**config.mk**
```make
export PLATFORM = sky130hd
export DESIGN_NAME = lce_cmd_top
export DESIGN_NICKNAME = d
export VERILOG_FILES = /design/src/design/lce_cmd_pkg.sv /design/src/design/lce_cmd_ifs.sv /design/src/design/lce_cmd_ctrl.sv /design/src/design/lce_cmd_top.sv /design/src/design/lce_mem_issue.sv /design/src/design/lce_resp_out.sv
export SDC_FILE = /design/constraint.sdc
export NUM_CORES = 1
export LEC_CHECK = 0
export CORE_ASPECT_RATIO = 0.9
export CORE_MARGIN = 5
export CORE_UTILIZATION = 55
export CTS_CLUSTER_SIZE = 8
export DETAILED_ROUTE_END_ITERATION = 12
export DONT_BUFFER_PORTS = 1
export GPL_TIMING_DRIVEN = 0
export PLACE_DENSITY_LB_ADDON = 0.2
export SETUP_SLACK_MARGIN = 0.1
export SKIP_LAST_GASP = 1
export SYNTH_ARGS = -nofsm -noshare
export SYNTH_HDL_FRONTEND = slang
export SYNTH_SLANG_ARGS = --single-unit
```
**constraint.sdc**
```tcl
create_clock -name clk_i -period 4.1 [get_ports clk_i]
set_input_delay 0.82 -clock clk_i [delete_from_list [all_inputs] [get_ports clk_i]]
set_output_delay 0.82 -clock clk_i [all_outputs]
set_load 0.01 [all_outputs]
```
**src/design/lce_cmd_pkg.sv**
```systemverilog
/*
  Shared constants and types for the instruction-cache LCE command unit.
  Holds the address geometry, the cache and directory id widths, and the
  enums for coherence commands, responses, memory opcodes and FSM states.
  Every design and test file pulls it in with a wildcard import.
*/
package lce_cmd_pkg;

  localparam int lce_addr_width     = 32;
  localparam int block_offset_width = 6;
  localparam int ways               = 8;
  localparam int way_width          = $clog2(ways);
  localparam int num_lce            = 4;
  localparam int lce_id_width       = $clog2(num_lce);
  localparam int cce_id_width       = 2;

  // Transfer and writeback keep their codes but are never accepted.
  typedef enum logic [3:0] {
    e_lce_cmd_sync           = 4'd0,
    e_lce_cmd_set_clear      = 4'd1,
    e_lce_cmd_transfer       = 4'd2,
    e_lce_cmd_writeback      = 4'd3,
    e_lce_cmd_set_tag        = 4'd4,
    e_lce_cmd_set_tag_wakeup = 4'd5,
    e_lce_cmd_invalidate_tag = 4'd6
  } lce_cmd_e;

  typedef enum logic [1:0] {
    e_lce_resp_sync_ack = 2'd0,
    e_lce_resp_inv_ack  = 2'd1
  } lce_resp_e;

  typedef enum logic [1:0] {
    e_tag_mem_set_clear  = 2'd0,
    e_tag_mem_set_tag    = 2'd1,
    e_tag_mem_invalidate = 2'd2
  } tag_mem_op_e;

  typedef enum logic {
    e_meta_mem_set_clear = 1'b0,
    e_meta_mem_set_lru   = 1'b1
  } meta_mem_op_e;

  typedef enum logic [1:0] {
    e_mesi_i = 2'd0,
    e_mesi_s = 2'd1,
    e_mesi_e = 2'd2,
    e_mesi_m = 2'd3
  } mesi_e;

  typedef enum logic {
    e_reset_phase = 1'b0,
    e_ready       = 1'b1
  } ctrl_state_e;

endpackage

```
**src/design/lce_cmd_ifs.sv**
```systemverilog
/*
  Internal links of the LCE command unit.
  mem_req_if carries the current command from the controller to the
  memory packet issuer, with completion status coming back.
  resp_req_if carries a response request from the controller into the
  one-entry response buffer.
*/
interface mem_req_if
  import lce_cmd_pkg::*;
  ();

  logic                      req_v;
  lce_cmd_e                  cmd_type;
  logic [lce_addr_width-1:0] addr;
  logic [way_width-1:0]      way;
  mesi_e                     state;
  logic                      retire;
  logic                      tag_done;
  logic                      all_done;

  modport controller (
    output req_v, cmd_type, addr, way, state, retire,
    input  tag_done, all_done
  );

  modport issuer (
    input  req_v, cmd_type, addr, way, state, retire,
    output tag_done, all_done
  );

endinterface

interface resp_req_if
  import lce_cmd_pkg::*;
  ();

  logic                      enq_v;
  lce_resp_e                 resp_type;
  logic [cce_id_width-1:0]   dst;
  logic [lce_addr_width-1:0] addr;
  logic                      enq_ready;

  modport source (
    output enq_v, resp_type, dst, addr,
    input  enq_ready
  );

  modport sink (
    input  enq_v, resp_type, dst, addr,
    output enq_ready
  );

endinterface

```
**src/design/lce_cmd_ctrl.sv**
```systemverilog
/*
  Command FSM of the LCE command unit.
  Decodes the directory command against the current phase, routes it to
  the memory packet issuer and the response buffer, and pops it once the
  required work is done. Counts sync acknowledgements to leave reset.
*/
module lce_cmd_ctrl
  import lce_cmd_pkg::*;
  #(parameter int num_cce_p = 2)
  (input                             clk_i
  , input                            reset_i
  , input                            lce_cmd_v_i
  , input lce_cmd_e                  lce_cmd_type_i
  , input [cce_id_width-1:0]         lce_cmd_src_i
  , input [lce_addr_width-1:0]       lce_cmd_addr_i
  , input [way_width-1:0]            lce_cmd_way_i
  , input mesi_e                     lce_cmd_state_i
  , output logic                     lce_cmd_yumi_o
  , output logic                     lce_ready_o
  , output logic                     tag_set_o
  , output logic                     tag_set_wakeup_o
  , mem_req_if.controller            mem_req
  , resp_req_if.source               resp_req
  );

  localparam int cnt_width_lp = (num_cce_p > 1) ? $clog2(num_cce_p) : 1;

  ctrl_state_e             state_r;
  logic [cnt_width_lp-1:0] sync_cnt_r;
  logic is_sync, is_clear, is_set, is_wake, is_inv;
  logic enq;

  // Only commands that are legal in the current phase decode as active.
  always_comb begin
    is_sync  = 1'b0;
    is_clear = 1'b0;
    is_set   = 1'b0;
    is_wake  = 1'b0;
    is_inv   = 1'b0;
    if (state_r == e_reset_phase) begin
      is_sync  = (lce_cmd_type_i == e_lce_cmd_sync);
      is_clear = (lce_cmd_type_i == e_lce_cmd_set_clear);
    end else begin
      is_set  = (lce_cmd_type_i == e_lce_cmd_set_tag);
      is_wake = (lce_cmd_type_i == e_lce_cmd_set_tag_wakeup);
      is_inv  = (lce_cmd_type_i == e_lce_cmd_invalidate_tag);
    end
  end

  assign mem_req.req_v    = lce_cmd_v_i & (is_clear | is_set | is_wake | is_inv);
  assign mem_req.cmd_type = lce_cmd_type_i;
  assign mem_req.addr     = lce_cmd_addr_i;
  assign mem_req.way      = lce_cmd_way_i;
  assign mem_req.state    = lce_cmd_state_i;

  // An invalidate acks only after both of its packets have been taken.
  assign resp_req.enq_v     = lce_cmd_v_i & (is_sync | (is_inv & mem_req.all_done));
  assign resp_req.resp_type = is_sync ? e_lce_resp_sync_ack : e_lce_resp_inv_ack;
  assign resp_req.dst       = lce_cmd_src_i;
  assign resp_req.addr      = lce_cmd_addr_i;

  assign enq = resp_req.enq_v & resp_req.enq_ready;

  always_comb begin
    lce_cmd_yumi_o = 1'b0;
    if (lce_cmd_v_i) begin
      if (is_sync | is_inv) begin
        lce_cmd_yumi_o = enq;
      end else if (is_clear) begin
        lce_cmd_yumi_o = mem_req.all_done;
      end else if (is_set | is_wake) begin
        lce_cmd_yumi_o = mem_req.tag_done;
      end
    end
  end

  assign mem_req.retire   = lce_cmd_yumi_o;
  assign tag_set_o        = lce_cmd_v_i & is_set & mem_req.tag_done;
  assign tag_set_wakeup_o = lce_cmd_v_i & is_wake & mem_req.tag_done;
  assign lce_ready_o      = (state_r == e_ready);

  always_ff @(posedge clk_i) begin
    if (reset_i) begin
      state_r    <= e_reset_phase;
      sync_cnt_r <= '0;
    end else if (is_sync & enq) begin
      sync_cnt_r <= sync_cnt_r + 1'b1;
      if (sync_cnt_r == cnt_width_lp'(num_cce_p - 1)) begin
        state_r <= e_ready;
      end
    end
  end

endmodule

```
**src/design/lce_cmd_top.sv**
```systemverilog
/*
  Coherence command unit of the instruction-cache LCE.
  Takes directory commands over a valid/yumi channel and produces tag and
  metadata memory packets plus acknowledgements back to the directory.
  sets_p sets the index and tag split; num_cce_p is the number of
  directories that must sync before the cache reports ready.
*/
module lce_cmd_top
  import lce_cmd_pkg::*;
  #(parameter int sets_p = 64
  , parameter int num_cce_p = 2
  , localparam int index_width_lp = $clog2(sets_p)
  , localparam int tag_width_lp = lce_addr_width - index_width_lp - block_offset_width
  )
  (input                              clk_i
  , input                             reset_i
  , input [lce_id_width-1:0]          id_i
  , output logic                      lce_ready_o
  , output logic                      tag_set_o
  , output logic                      tag_set_wakeup_o

  , input                             lce_cmd_v_i
  , input lce_cmd_e                   lce_cmd_type_i
  , input [cce_id_width-1:0]          lce_cmd_src_i
  , input [lce_addr_width-1:0]        lce_cmd_addr_i
  , input [way_width-1:0]             lce_cmd_way_i
  , input mesi_e                      lce_cmd_state_i
  , output logic                      lce_cmd_yumi_o

  , output logic                      tag_mem_v_o
  , output tag_mem_op_e               tag_mem_op_o
  , output logic [index_width_lp-1:0] tag_mem_index_o
  , output logic [way_width-1:0]      tag_mem_way_o
  , output logic [tag_width_lp-1:0]   tag_mem_tag_o
  , output mesi_e                     tag_mem_state_o
  , input                             tag_mem_yumi_i

  , output logic                      meta_mem_v_o
  , output meta_mem_op_e              meta_mem_op_o
  , output logic [index_width_lp-1:0] meta_mem_index_o
  , output logic [way_width-1:0]      meta_mem_way_o
  , input                             meta_mem_yumi_i

  , output logic                      lce_resp_v_o
  , output lce_resp_e                 lce_resp_type_o
  , output logic [cce_id_width-1:0]   lce_resp_dst_o
  , output logic [lce_id_width-1:0]   lce_resp_src_o
  , output logic [lce_addr_width-1:0] lce_resp_addr_o
  , input                             lce_resp_yumi_i
  );

  mem_req_if  mem_req ();
  resp_req_if resp_req ();

  lce_cmd_ctrl #(.num_cce_p(num_cce_p)) ctrl (
    .clk_i            (clk_i),
    .reset_i          (reset_i),
    .lce_cmd_v_i      (lce_cmd_v_i),
    .lce_cmd_type_i   (lce_cmd_type_i),
    .lce_cmd_src_i    (lce_cmd_src_i),
    .lce_cmd_addr_i   (lce_cmd_addr_i),
    .lce_cmd_way_i    (lce_cmd_way_i),
    .lce_cmd_state_i  (lce_cmd_state_i),
    .lce_cmd_yumi_o   (lce_cmd_yumi_o),
    .lce_ready_o      (lce_ready_o),
    .tag_set_o        (tag_set_o),
    .tag_set_wakeup_o (tag_set_wakeup_o),
    .mem_req          (mem_req.controller),
    .resp_req         (resp_req.source)
  );

  lce_mem_issue #(.sets_p(sets_p)) issue (
    .clk_i            (clk_i),
    .reset_i          (reset_i),
    .mem_req          (mem_req.issuer),
    .tag_mem_v_o      (tag_mem_v_o),
    .tag_mem_op_o     (tag_mem_op_o),
    .tag_mem_index_o  (tag_mem_index_o),
    .tag_mem_way_o    (tag_mem_way_o),
    .tag_mem_tag_o    (tag_mem_tag_o),
    .tag_mem_state_o  (tag_mem_state_o),
    .tag_mem_yumi_i   (tag_mem_yumi_i),
    .meta_mem_v_o     (meta_mem_v_o),
    .meta_mem_op_o    (meta_mem_op_o),
    .meta_mem_index_o (meta_mem_index_o),
    .meta_mem_way_o   (meta_mem_way_o),
    .meta_mem_yumi_i  (meta_mem_yumi_i)
  );

  lce_resp_out resp (
    .clk_i           (clk_i),
    .reset_i         (reset_i),
    .id_i            (id_i),
    .resp_req        (resp_req.sink),
    .lce_resp_v_o    (lce_resp_v_o),
    .lce_resp_type_o (lce_resp_type_o),
    .lce_resp_dst_o  (lce_resp_dst_o),
    .lce_resp_src_o  (lce_resp_src_o),
    .lce_resp_addr_o (lce_resp_addr_o),
    .lce_resp_yumi_i (lce_resp_yumi_i)
  );

endmodule

```
**src/design/lce_mem_issue.sv**
```systemverilog
/*
  Tag and metadata packet issuer.
  Slices index and tag from the command address, picks the opcodes, and
  offers each packet until its memory takes it. Per-channel flags remember
  what was accepted; they clear when the controller retires the command.
*/
module lce_mem_issue
  import lce_cmd_pkg::*;
  #(parameter int sets_p = 64
  , localparam int index_width_lp = $clog2(sets_p)
  , localparam int tag_width_lp = lce_addr_width - index_width_lp - block_offset_width
  )
  (input                              clk_i
  , input                             reset_i
  , mem_req_if.issuer                 mem_req
  , output logic                      tag_mem_v_o
  , output tag_mem_op_e               tag_mem_op_o
  , output logic [index_width_lp-1:0] tag_mem_index_o
  , output logic [way_width-1:0]      tag_mem_way_o
  , output logic [tag_width_lp-1:0]   tag_mem_tag_o
  , output mesi_e                     tag_mem_state_o
  , input                             tag_mem_yumi_i
  , output logic                      meta_mem_v_o
  , output meta_mem_op_e              meta_mem_op_o
  , output logic [index_width_lp-1:0] meta_mem_index_o
  , output logic [way_width-1:0]      meta_mem_way_o
  , input                             meta_mem_yumi_i
  );

  logic tag_taken_r, meta_taken_r;
  logic is_clear, is_inv, needs_meta;
  logic [index_width_lp-1:0] index;
  logic [tag_width_lp-1:0]   tag;

  assign index = mem_req.addr[block_offset_width +: index_width_lp];
  assign tag   = mem_req.addr[block_offset_width + index_width_lp +: tag_width_lp];

  assign is_clear   = (mem_req.cmd_type == e_lce_cmd_set_clear);
  assign is_inv     = (mem_req.cmd_type == e_lce_cmd_invalidate_tag);
  assign needs_meta = is_clear | is_inv;

  always_comb begin
    case (mem_req.cmd_type)
      e_lce_cmd_set_clear:      tag_mem_op_o = e_tag_mem_set_clear;
      e_lce_cmd_invalidate_tag: tag_mem_op_o = e_tag_mem_invalidate;
      default:                  tag_mem_op_o = e_tag_mem_set_tag;
    endcase
  end

  assign tag_mem_v_o     = mem_req.req_v & ~tag_taken_r;
  assign tag_mem_index_o = index;
  assign tag_mem_way_o   = mem_req.way;
  assign tag_mem_tag_o   = is_clear ? '0 : tag;
  assign tag_mem_state_o = needs_meta ? e_mesi_i : mem_req.state;

  // The LRU update of an invalidate waits until the tag write is taken.
  assign meta_mem_v_o = mem_req.req_v & needs_meta & ~meta_taken_r
                      & (is_clear | tag_taken_r | tag_mem_yumi_i);
  assign meta_mem_op_o    = is_inv ? e_meta_mem_set_lru : e_meta_mem_set_clear;
  assign meta_mem_index_o = index;
  assign meta_mem_way_o   = mem_req.way;

  assign mem_req.tag_done = tag_taken_r | (tag_mem_v_o & tag_mem_yumi_i);
  assign mem_req.all_done = mem_req.tag_done
                          & (~needs_meta | meta_taken_r | (meta_mem_v_o & meta_mem_yumi_i));

  always_ff @(posedge clk_i) begin
    if (reset_i | mem_req.retire) begin
      tag_taken_r  <= 1'b0;
      meta_taken_r <= 1'b0;
    end else begin
      if (tag_mem_v_o & tag_mem_yumi_i) begin
        tag_taken_r <= 1'b1;
      end
      if (meta_mem_v_o & meta_mem_yumi_i) begin
        meta_taken_r <= 1'b1;
      end
    end
  end

endmodule

```
**src/design/lce_resp_out.sv**
```systemverilog
/*
  One-entry output buffer for responses to the directory.
  Registers an enqueued response together with this cache's id and holds
  it on the outputs until the directory takes it. It accepts a new entry
  in the same cycle the old one drains.
*/
module lce_resp_out
  import lce_cmd_pkg::*;
  (input                              clk_i
  , input                             reset_i
  , input [lce_id_width-1:0]          id_i
  , resp_req_if.sink                  resp_req
  , output logic                      lce_resp_v_o
  , output lce_resp_e                 lce_resp_type_o
  , output logic [cce_id_width-1:0]   lce_resp_dst_o
  , output logic [lce_id_width-1:0]   lce_resp_src_o
  , output logic [lce_addr_width-1:0] lce_resp_addr_o
  , input                             lce_resp_yumi_i
  );

  logic enq;

  assign resp_req.enq_ready = ~lce_resp_v_o | lce_resp_yumi_i;
  assign enq = resp_req.enq_v & resp_req.enq_ready;

  always_ff @(posedge clk_i) begin
    if (reset_i) begin
      lce_resp_v_o <= 1'b0;
    end else if (enq) begin
      lce_resp_v_o <= 1'b1;
    end else if (lce_resp_yumi_i) begin
      lce_resp_v_o <= 1'b0;
    end
  end

  always_ff @(posedge clk_i) begin
    if (enq) begin
      lce_resp_type_o <= resp_req.resp_type;
      lce_resp_dst_o  <= resp_req.dst;
      lce_resp_src_o  <= id_i;
      lce_resp_addr_o <= resp_req.addr;
    end
  end

endmodule

```
==> metrics.md, run 1 <==
| Metric | Value |
|---|---|
| Ys async rst share | `0%` |
| Clk_lat worst skew | `0.28 ns` |
| H-tree depth | `2` |
| Skew final | `between 0.008 and 0.009 ns` |
| DRC errors left | `0` |
| Largest net degree at the start of global routing | `38` |
| Row cnt | `20` |
| Hold Crit Class | `reg -> reg` |
| Gr ovfl total | `0` |
| Die X | `just over 70 µm` |
| Area of the multi-input gates | `485.5 µm²` |
| Setup tns final | `0 ns` |
| Register bit total from synthesis | `42` |
| PortBufs | `0` |
| Total number of vias | `1085` |
| Max-slew violations | `0` |
| Die area | `4682 µm²` |
| Area delta synth->final | `7.333%` |
| Syn nets | `189` |
| Largest fanout on the critical path | `10` |
| CTS buffer count | `5` |
| Syn avg cell area | `approximately 14 µm²` |
| Synth cell types | `37` |
| CP max stage delay | `0.76 ns` |
| Clk pin slew, worst setup/hold paths | `0.07 ns` |
| Startpoint types | `input port` |
| GRT Resource Usage Total | `16.58%` |
| Share of cells above drive strength 1 | `21.92%` |
| WP data required | `~3.3 ns` |
| CP Data Arrival Time | `2.50 ns` |
| DR WL/cell | `21.08 µm` |
| Register area | `approximately 1200 µm²` |
| Fmax | `0.3016 GHz` |
| # diodes | `0` |
| Max cap viols | `0` |
| Io pins | `about 140` |
| Outcome | `finished, final reports clean` |
| Drt first pass iters | `4` |
| Relative slew margins | `38.55%` |
| Core area | `3328 µm²` |
| Initial Util | `between 50% and 60%` |
| Initial drt markers | `between 90 and 100` |
| Commonest non-fill, non-tap cell in the layout | `edfxtp_1` |
| Nets | `196` |
| Routed WL | `around 4 mm` |
| Most frequent cells in the layout | `edfxtp_1, nor2b_1, buf_4` |
| Gpl congestion | `0.8255` |
| Clock sinks | `42` |
| Final period utilization | `80.87%` |
| Maximum vdd drop | `0.2127 mV` |
| Number of fillers in the final layout | `roughly 270` |
| EDFF count, synth | `37` |
| Minimum clock period | `3.315 ns` |
| Max Root-Sink Buffers | `2` |
| Final setup violation count | `0` |
| Final Hold Fails | `0` |
| RSZ-0062 raised after global routing | `no` |
| Postcts setup bufs | `0` |
| Routed Antenna Nets | `0` |
| Clock Tree Root | `clkbuf_8` |
| Vias in the first global route | `~1100` |
| PwrDens | `388.6 nW/µm²` |
| Leak | `0.6975 nW` |
| CP max-delay cell | `nor4b_1` |
| Final HPWL DP | `3.111 mm` |
| Vias per cell | `approximately 5.7` |
| Sequential share of the synthesized area | `64.53%` |
| Crit path cell chain | `buf_2, nor4b_1, o31a_1, a221oi_1, o2bb2ai_1` |
| Final Util | `60.53%` |
| Design Power | `0.7829 mW` |
| First-pass GRT wire length | `just under 6 mm` |
| Cells after Synth | `138` |
| Worst setup path category | `in -> out` |
| Ys flop type | `edfxtp_1` |
| Worst Setup End Kind | `output pin` |
| Mapped Area | `around 1900 µm²` |
| CTS tree | `yes` |
| Yosys warnings | `0` |
| Initial antenna violation count | `0` |
| Worst Max-Slew Pin Slew | `0.9089 ns` |
| Die H | `roughly 65 µm` |
| Hold Buf Count CTS | `0` |
| Post-CTS Resized | `0` |
-- per-stage QoR --
stage | instance area (µm²) | instances | setup WS [ns] | hold slack, ns
after floorplan | 1877 | 138 | 0.8536 | 0.4794
after global placement | 1932 | 182 | 0.3957 | 0.5047
after detailed placement | 1933 | 182 | 0.8412 | 0.5109
after CTS | 2014 | 190 | 0.8289 | 0.5357
after global routing | 2014 | 190 | 0.6892 | 0.5762
final | 2014 | 190 | 0.7845 | 0.5260
-- logic make-up (layout without fill, tap and decap cells) --
group	Yosys count	in the layout	share of synthesized area (%)
AND/OR/NAND/NOR	49	49	17.40
flip-flops	42	42	64.53
buffers and inverters	27	35	9.666
AO/OA/AOI/OAI	18	18	7.734
other	1	1	0.1998
XOR/XNOR	1	1	0.4668
-- cell usage after synthesis (all sizes together) (3+ instances only) --
cell,count,area share [%]
and2,3,1.0
nand3b,3,1.2
nor2,5,1.0
buf,21,8.5
dfxtp,5,5.3
nor2b,22,7.3
clkbuf,4,0.80
a21oi,5,1.3
nor3,3,0.80
edfxtp,37,59
-- final timing paths --
check	startpoint	end	slack [ns]	cells past startpoint
worst max-delay path	lce_cmd_type_i[0]	lce_cmd_yumi_o	0.78	5
worst min-delay path	ctrl.sync_cnt_r	ctrl.lce_ready_o	0.53	2
worst max register to register	ctrl.lce_ready_o	resp.lce_resp_addr_o[27]	1.50	5
worst min register to register	ctrl.sync_cnt_r	ctrl.lce_ready_o	0.53	2
-- worst max-delay path: cells and delay by family --
kind            cells  cell delay, ns
buf+inv             1            0.16
compound gates      3            0.74
simple gates        1            0.76
-- where the power goes --
group | internal [mW] | switching (mW)
Clock | 0.117 | 0.125
Combinational | 0.0269 | 0.0348
Sequential | 0.473 | 0.00665
Total | 0.617 | 0.166
-- per-layer routing --
metal / wire length [µm] / share of wire, % / vias up / GRT usage [%]
li1: - / - / 491 / -
met1: 1411 / 35 / 500 / 19.80
met2: 2034 / 51 / 92 / 25.80
met5: 0 / 0 / - / 0
met4: 23 / 0.57 / 0 / 4.225
met3: 536 / 13 / 2 / 9.480
-- sequential cells by signal, indices dropped and copies added, names as in the netlist --
signal,cells
ctrl.lce_ready_o,1
resp.lce_resp_type_o,1
issue.meta_taken_r,1
resp.lce_resp_addr_o,32
resp.lce_resp_src_o,2
ctrl.sync_cnt_r,1
resp.lce_resp_v_o,1
resp.lce_resp_dst_o,2
issue.tag_taken_r,1
-- final cells by class --
class / instances / share of cell area, %
sequential: 42 / 60.12
multi-input combinational: 69 / 24.10
buffer: 25 / 8.634
clock buffer: 6 / 3.602
tap: 44 / 2.733
clock inverter: 2 / 0.4348
inverter: 2 / 0.3727
Note: power is estimated with default switching activity, not from simulation.
==> run 2, diff against run 1 <==
==> constraint.sdc (replaced) <==
create_clock -name clk_i -period 2.7 [get_ports clk_i]
set_input_delay 0.54 -clock clk_i [delete_from_list [all_inputs] [get_ports clk_i]]
set_output_delay 0.54 -clock clk_i [all_outputs]
set_load 0.01 [all_outputs]
==> metrics.md, run 2 (synthesis results as in run 1) <==
| Metric | Value |
|---|---|
| Outcome | `finished, final reports clean` |
| DRC errors left | `0` |
| Regs by FF count | `resp.lce_resp_addr_o x32, resp.lce_resp_dst_o x2, resp.lce_resp_src_o x2` |
| Clock Tree Root | `clkbuf_8` |
| Clk pin slew, worst setup/hold paths | `around 0.070 ns` |
| Sw Ratio | `19.20%` |
| Leak | `0.7319 nW` |
| CP max-delay cell | `or4b_4` |
| Nets | `198` |
| Worst setup path category | `in -> out` |
| Max cap viols | `0` |
| P_sw | `0.2522 mW` |
| CP Data Arrival Time | `roughly 2 ns` |
| Commonest non-fill, non-tap cell in the layout | `edfxtp_1` |
| PwrDens | `between 600 and 700 nW/µm²` |
| Max Root-Sink Buffers | `2` |
| Row cnt | `20` |
| Skew final | `0.003702 ns` |
| Final setup violation count | `0` |
| Most frequent cells in the layout | `edfxtp_1, nor2b_1, buf_4` |
| Hold Crit Class | `in -> reg` |
| Relative slew margins | `60.33%` |
| Core area | `3328 µm²` |
| Largest net degree at the start of global routing | `38` |
| RSZ-0062 raised after global routing | `no` |
| Drt first pass iters | `4` |
| WP data required | `2.16 ns` |
| Clock sinks | `42` |
| Number of fillers in the final layout | `249` |
| Hold slack final | `0.3282 ns` |
| Clk_lat worst skew | `0.27 ns` |
| CP max stage delay | `0.54 ns` |
| H-tree depth | `2` |
| Routed Antenna Nets | `0` |
| Initial Util | `56.39%` |
| Io pins | `139` |
| Max-slew violations | `0` |
| GRT Resource Usage Total | `15.90%` |
| Final period utilization | `94.26%` |
| Worst R2R Setup Slack | `0.39 ns` |
| Finished Cell Area | `2085 µm²` |
| Die H | `approximately 65 µm` |
| Maximum vdd drop | `0.5094 mV` |
| Total number of vias | `~1100` |
| Die area | `roughly 4700 µm²` |
| CTS tree | `yes` |
| Minimum clock period | `2.545 ns` |
| Largest register by flop count | `resp.lce_resp_addr_o` |
| Int Pwr | `1.062 mW` |
| Startpoint types | `input port` |
| Gr ovfl total | `0` |
| Clk pwr share | `a little under two fifths` |
| Initial antenna violation count | `0` |
| Routed WL | `4.027 mm` |
| Crit path cell chain | `buf_6, or4b_4, a311oi_4, a221oi_1, o2bb2ai_2` |
| Final HPWL DP | `around 3.2 mm` |
| Final Hold Fails | `0` |
| Die X | `71.58 µm` |
| # diodes | `0` |
| Largest fanout on the critical path | `10` |
| Max reg flops | `32` |
| Area delta synth->final | `11.07%` |
| Gpl congestion | `0.8149` |
| Vias per cell | `5.813` |
| Reg power frac | `55.4%` |
| Cell area after placement | `1933 µm²` |
| Worst Setup End Kind | `output pin` |
| Share of cells above drive strength 1 | `26.35%` |
| Initial drt markers | `35` |
| Worst Max-Slew Pin Slew | `0.5935 ns` |
| Comb pwr share | `~7.3%` |
| Vias in the first global route | `1093` |
| First-pass GRT wire length | `5.740 mm` |
| Fmax | `0.3929 GHz` |
| Hold Buf Count CTS | `0` |
| PortBufs | `0` |
| CTS buffer count | `5` |
| DR WL/cell | `about 21 µm` |
## run 2: area by class of cell
class / instances / area, µm² / share of cell area [%]
plain buffers: 25 / 175.2 / 8.403
clock buffers: 7 / 86.33 / 4.142
clock inverters: 1 / 30.03 / 1.441
inverters: 2 / 7.507 / 0.3601
multi-input cells: 69 / 504.2 / 24.19
flip-flops and latches: 42 / 1211 / 58.10
well taps: 44 / 55.05 / 2.641
repair buffers: 2 / 15.01 / 0.7203
## run 2: worst max-delay path: cells and delay by family
kind | cells | cell delay (ns)
AO/OA/AOI/OAI | 3 | 0.80
buffers and inverters | 1 | 0.12
AND/OR/NAND/NOR | 1 | 0.54
## run 2: what timing repair did
| action | CTS | global route |
|---|---|---|
| setup endpoints to repair | 58 | 3 |
| gates resized for setup | 3 | 3 |
| buffers inserted | 0 | 2 |
| pin swaps | 0 | 2 |
## run 2: metal layers
metal	routed length [µm]	global-route usage, %	share of wire, %	vias to the layer above
met2	2108	26.61	52	84
met4	15	2.817	0.37	0
met1	1475	19.74	37	532
met3	427	6.269	11	2
li1	-	-	-	498
met5	0	0	0	-
## run 2: final timing paths
| check | to | from | depth (start not counted) |
|---|---|---|---|
| worst min-delay path | ctrl.sync_cnt_r | reset_i | 1 |
| worst max-delay path | lce_cmd_yumi_o | lce_cmd_type_i[1] | 5 |
| worst min register to register | ctrl.sync_cnt_r | ctrl.sync_cnt_r | 2 |
| worst max register to register | resp.lce_resp_src_o[1] | ctrl.lce_ready_o | 4 |
## run 2: power groups by stage
| stage | clock network [mW] | registers (mW) | logic (mW) |
|---|---|---|---|
| floorplan | 0 | 0.741 | 0.0834 |
| global placement | 0 | 0.743 | 0.0938 |
| detailed placement | 0 | 0.743 | 0.0946 |
| CTS | 0.509 | 0.728 | 0.0958 |
| global route | 0.548 | 0.729 | 0.102 |
| finish | 0.490 | 0.728 | 0.0961 |
## run 2: through the flow
stage	util, %	power, mW	std cells	setup TNS [ns]	setup slack (ns)
floorplan	-	0.8242	138	0	0.1238
global placement	58.08	0.8365	182	-12.48	-0.3352
detailed placement	58.08	0.8379	182	-12.23	-0.3291
CTS	61.99	1.333	190	0	0.04669
global route	62.63	1.380	192	0	0.1133
finish	62.63	1.314	192	0	0.1550
==> run 3, diff against run 2 <==
--- a/config.mk
+++ b/config.mk
@@ -17,4 +17,5 @@
 export SKIP_LAST_GASP = 1
 export SYNTH_ARGS = -nofsm -noshare
 export SYNTH_HDL_FRONTEND = slang
+export SYNTH_HIERARCHICAL = 1
 export SYNTH_SLANG_ARGS = --single-unit
==> metrics.md, run 3 <==
| Metric | Value |
|---|---|
| WP data required | `2.16 ns` |
| Maximum vdd drop | `0.2205 mV` |
| Area of the multi-input gates | `498.0 µm²` |
| Gpl congestion | `0.7291` |
| Final Util | `64.15%` |
| Vias per cell | `4.774` |
| Yosys warnings | `6` |
| Io pins | `between 100 and 150` |
| Hold path start | `reset_i` |
| RSZ-0062 raised after global routing | `yes` |
| Final setup violation count | `0` |
| Largest fanout on the critical path | `5` |
| Die H | `72.68 µm` |
| Register-to-Register Path Depth | `12` |
| Final Hold Fails | `0` |
| GRT Resource Usage Total | `14.35%` |
| Final HPWL DP | `3.518 mm` |
| Register area | `1245 µm²` |
| H-tree depth | `2` |
| Largest register by flop count | `resp/lce_resp_addr_o` |
| Gr ovfl total | `0` |
| Worst Max-Slew Pin Slew | `0.7356 ns` |
| Die X | `79.65 µm` |
| Commonest non-fill, non-tap cell in the layout | `buf_4` |
| CTS buffer count | `5` |
| Skew final | `0.001619 ns` |
| Placement Setup Slack | `-0.1380 ns` |
| Initial drt markers | `22` |
| Syn avg cell area | `about 12 µm²` |
| Syn nets | `256` |
| PortBufs | `0` |
| Most frequent cells in the layout | `buf_4, edfxtp_1, nor2b_1` |
| PnR worst setup slack | `0.05754 ns` |
| Mapped Area | `2401 µm²` |
| Clk_lat worst skew | `~0.28 ns` |
| Area delta synth->final | `11.05%` |
| DR WL/cell | `16.56 µm` |
| Max-slew violations | `0` |
| Number of fillers in the final layout | `352` |
| Max reg flops | `32` |
| Clock sinks | `43` |
| Clock Tree Root | `clkbuf_8` |
| Fmax | `0.3784 GHz` |
| DRC errors left | `0` |
| Max cap viols | `0` |
| Reg-to-reg endpoint | `issue/meta_taken_r` |
| Routed Antenna Nets | `0` |
| Max Root-Sink Buffers | `2` |
| Worst r2r src | `ctrl/lce_ready_o` |
| Worst R2R Setup Slack | `0.20 ns` |
| Outcome | `finished, final reports clean` |
| Initial antenna violation count | `0` |
| Nets | `roughly 270` |
| PwrDens | `a little over 500 nW/µm²` |
| Worst Setup End Kind | `output pin` |
| Vias in the first global route | `around 1300` |
| # diodes | `0` |
| Min-Delay Path Depth | `1` |
| Worst setup path category | `reg -> out` |
| Largest net degree at the start of global routing | `39` |
| Leak | `1.095 nW` |
| WHS Endpoint | `resp/lce_resp_v_o` |
| Row cnt | `22` |
| First-pass GRT wire length | `6.306 mm` |
| Hold Crit Class | `in -> reg` |
| Initial Util | `around 58%` |
| Core area | `4156 µm²` |
| Startpoint types | `register` |
| Final period utilization | `around 98%` |
| Share of cells above drive strength 1 | `a little over half` |
| Routed WL | `4.621 mm` |
| Cells after Synth | `205` |
| Minimum clock period | `between 2 and 3 ns` |
| CTS tree | `yes` |
| Relative slew margins | `50.29%` |
| Design Power | `between 1 and 1.5 mW` |
| Drt first pass iters | `4` |
| Clk pin slew, worst setup/hold paths | `0.07 ns` |
| Die area | `5789 µm²` |
| Total number of vias | `1332` |
| CP Data Arrival Time | `2.10 ns` |
-- run 3: layer usage --
metal  routed length, µm  up-vias  track usage, %
li1                    -      624               -
met1                1534      615           13.02
met2                2535       84           27.53
met3                 482        9           7.284
met4                  68        0           4.389
met5                   0        -               0
-- run 3: area by class of cell --
type                       count  share of cell area (%)
timing repair buffer           5                   1.408
inverter                       5                  0.7039
clock buffer                   7                   2.863
sequential                    43                   46.69
multi-input combinational     66                   18.68
clock inverter                 1                   1.126
buffer                        92                   25.72
tap                           60                   2.816
-- run 3: report_power, final --
| group | switching [mW] | internal (mW) |
|---|---|---|
| sequential | 0.00617 | 0.730 |
| clock | 0.201 | 0.277 |
| combinational | 0.0653 | 0.105 |
| total | 0.272 | 1.11 |
-- run 3: how the worst max path moves through the flow --
stage	from	to	slack, ns	cells after the start
after floorplan	lce_cmd_type_i[1]	issue/meta_taken_r	0.20	12
after global placement	lce_cmd_type_i[1]	issue/meta_taken_r	-0.04	12
after detailed placement	lce_cmd_type_i[1]	issue/meta_taken_r	-0.14	12
after CTS	ctrl/lce_ready_o	lce_cmd_yumi_o	0.14	8
after global routing	ctrl/lce_ready_o	lce_cmd_yumi_o	-0.06	8
final	ctrl/lce_ready_o	lce_cmd_yumi_o	0.06	8
-- run 3: timing repair --
| action | in CTS | in global routing |
|---|---|---|
| pin swaps | 3 | 7 |
| hold buffers | 0 | 0 |
| endpoints found under the setup margin | 40 | 27 |
| setup buffers | 3 | 2 |
| gates cloned | 0 | 1 |
| gates resized for setup | 4 | 6 |
-- run 3: through the flow --
stage	hold slack [ns]	setup TNS (ns)	cells	cell area (µm²)
global route	0.2766	-0.05744	279	2666
finish	0.3062	0	279	2666
global placement	0.4503	-0.5917	265	2476
CTS	0.2964	0	276	2618
detailed placement	0.4742	-4.150	265	2476
floorplan	0.4368	0	205	2401
-- run 3: critical path, stage by stage, from the launching register on --
cell and delay (ns):
dfxtp_4 0.38, nor3_4 0.28, a22oi_2 0.10, nor2b_2 0.14
and2_4 0.18, o31ai_4 0.07, a21oi_2 0.18, a31oi_1 0.13
o211ai_1 0.37
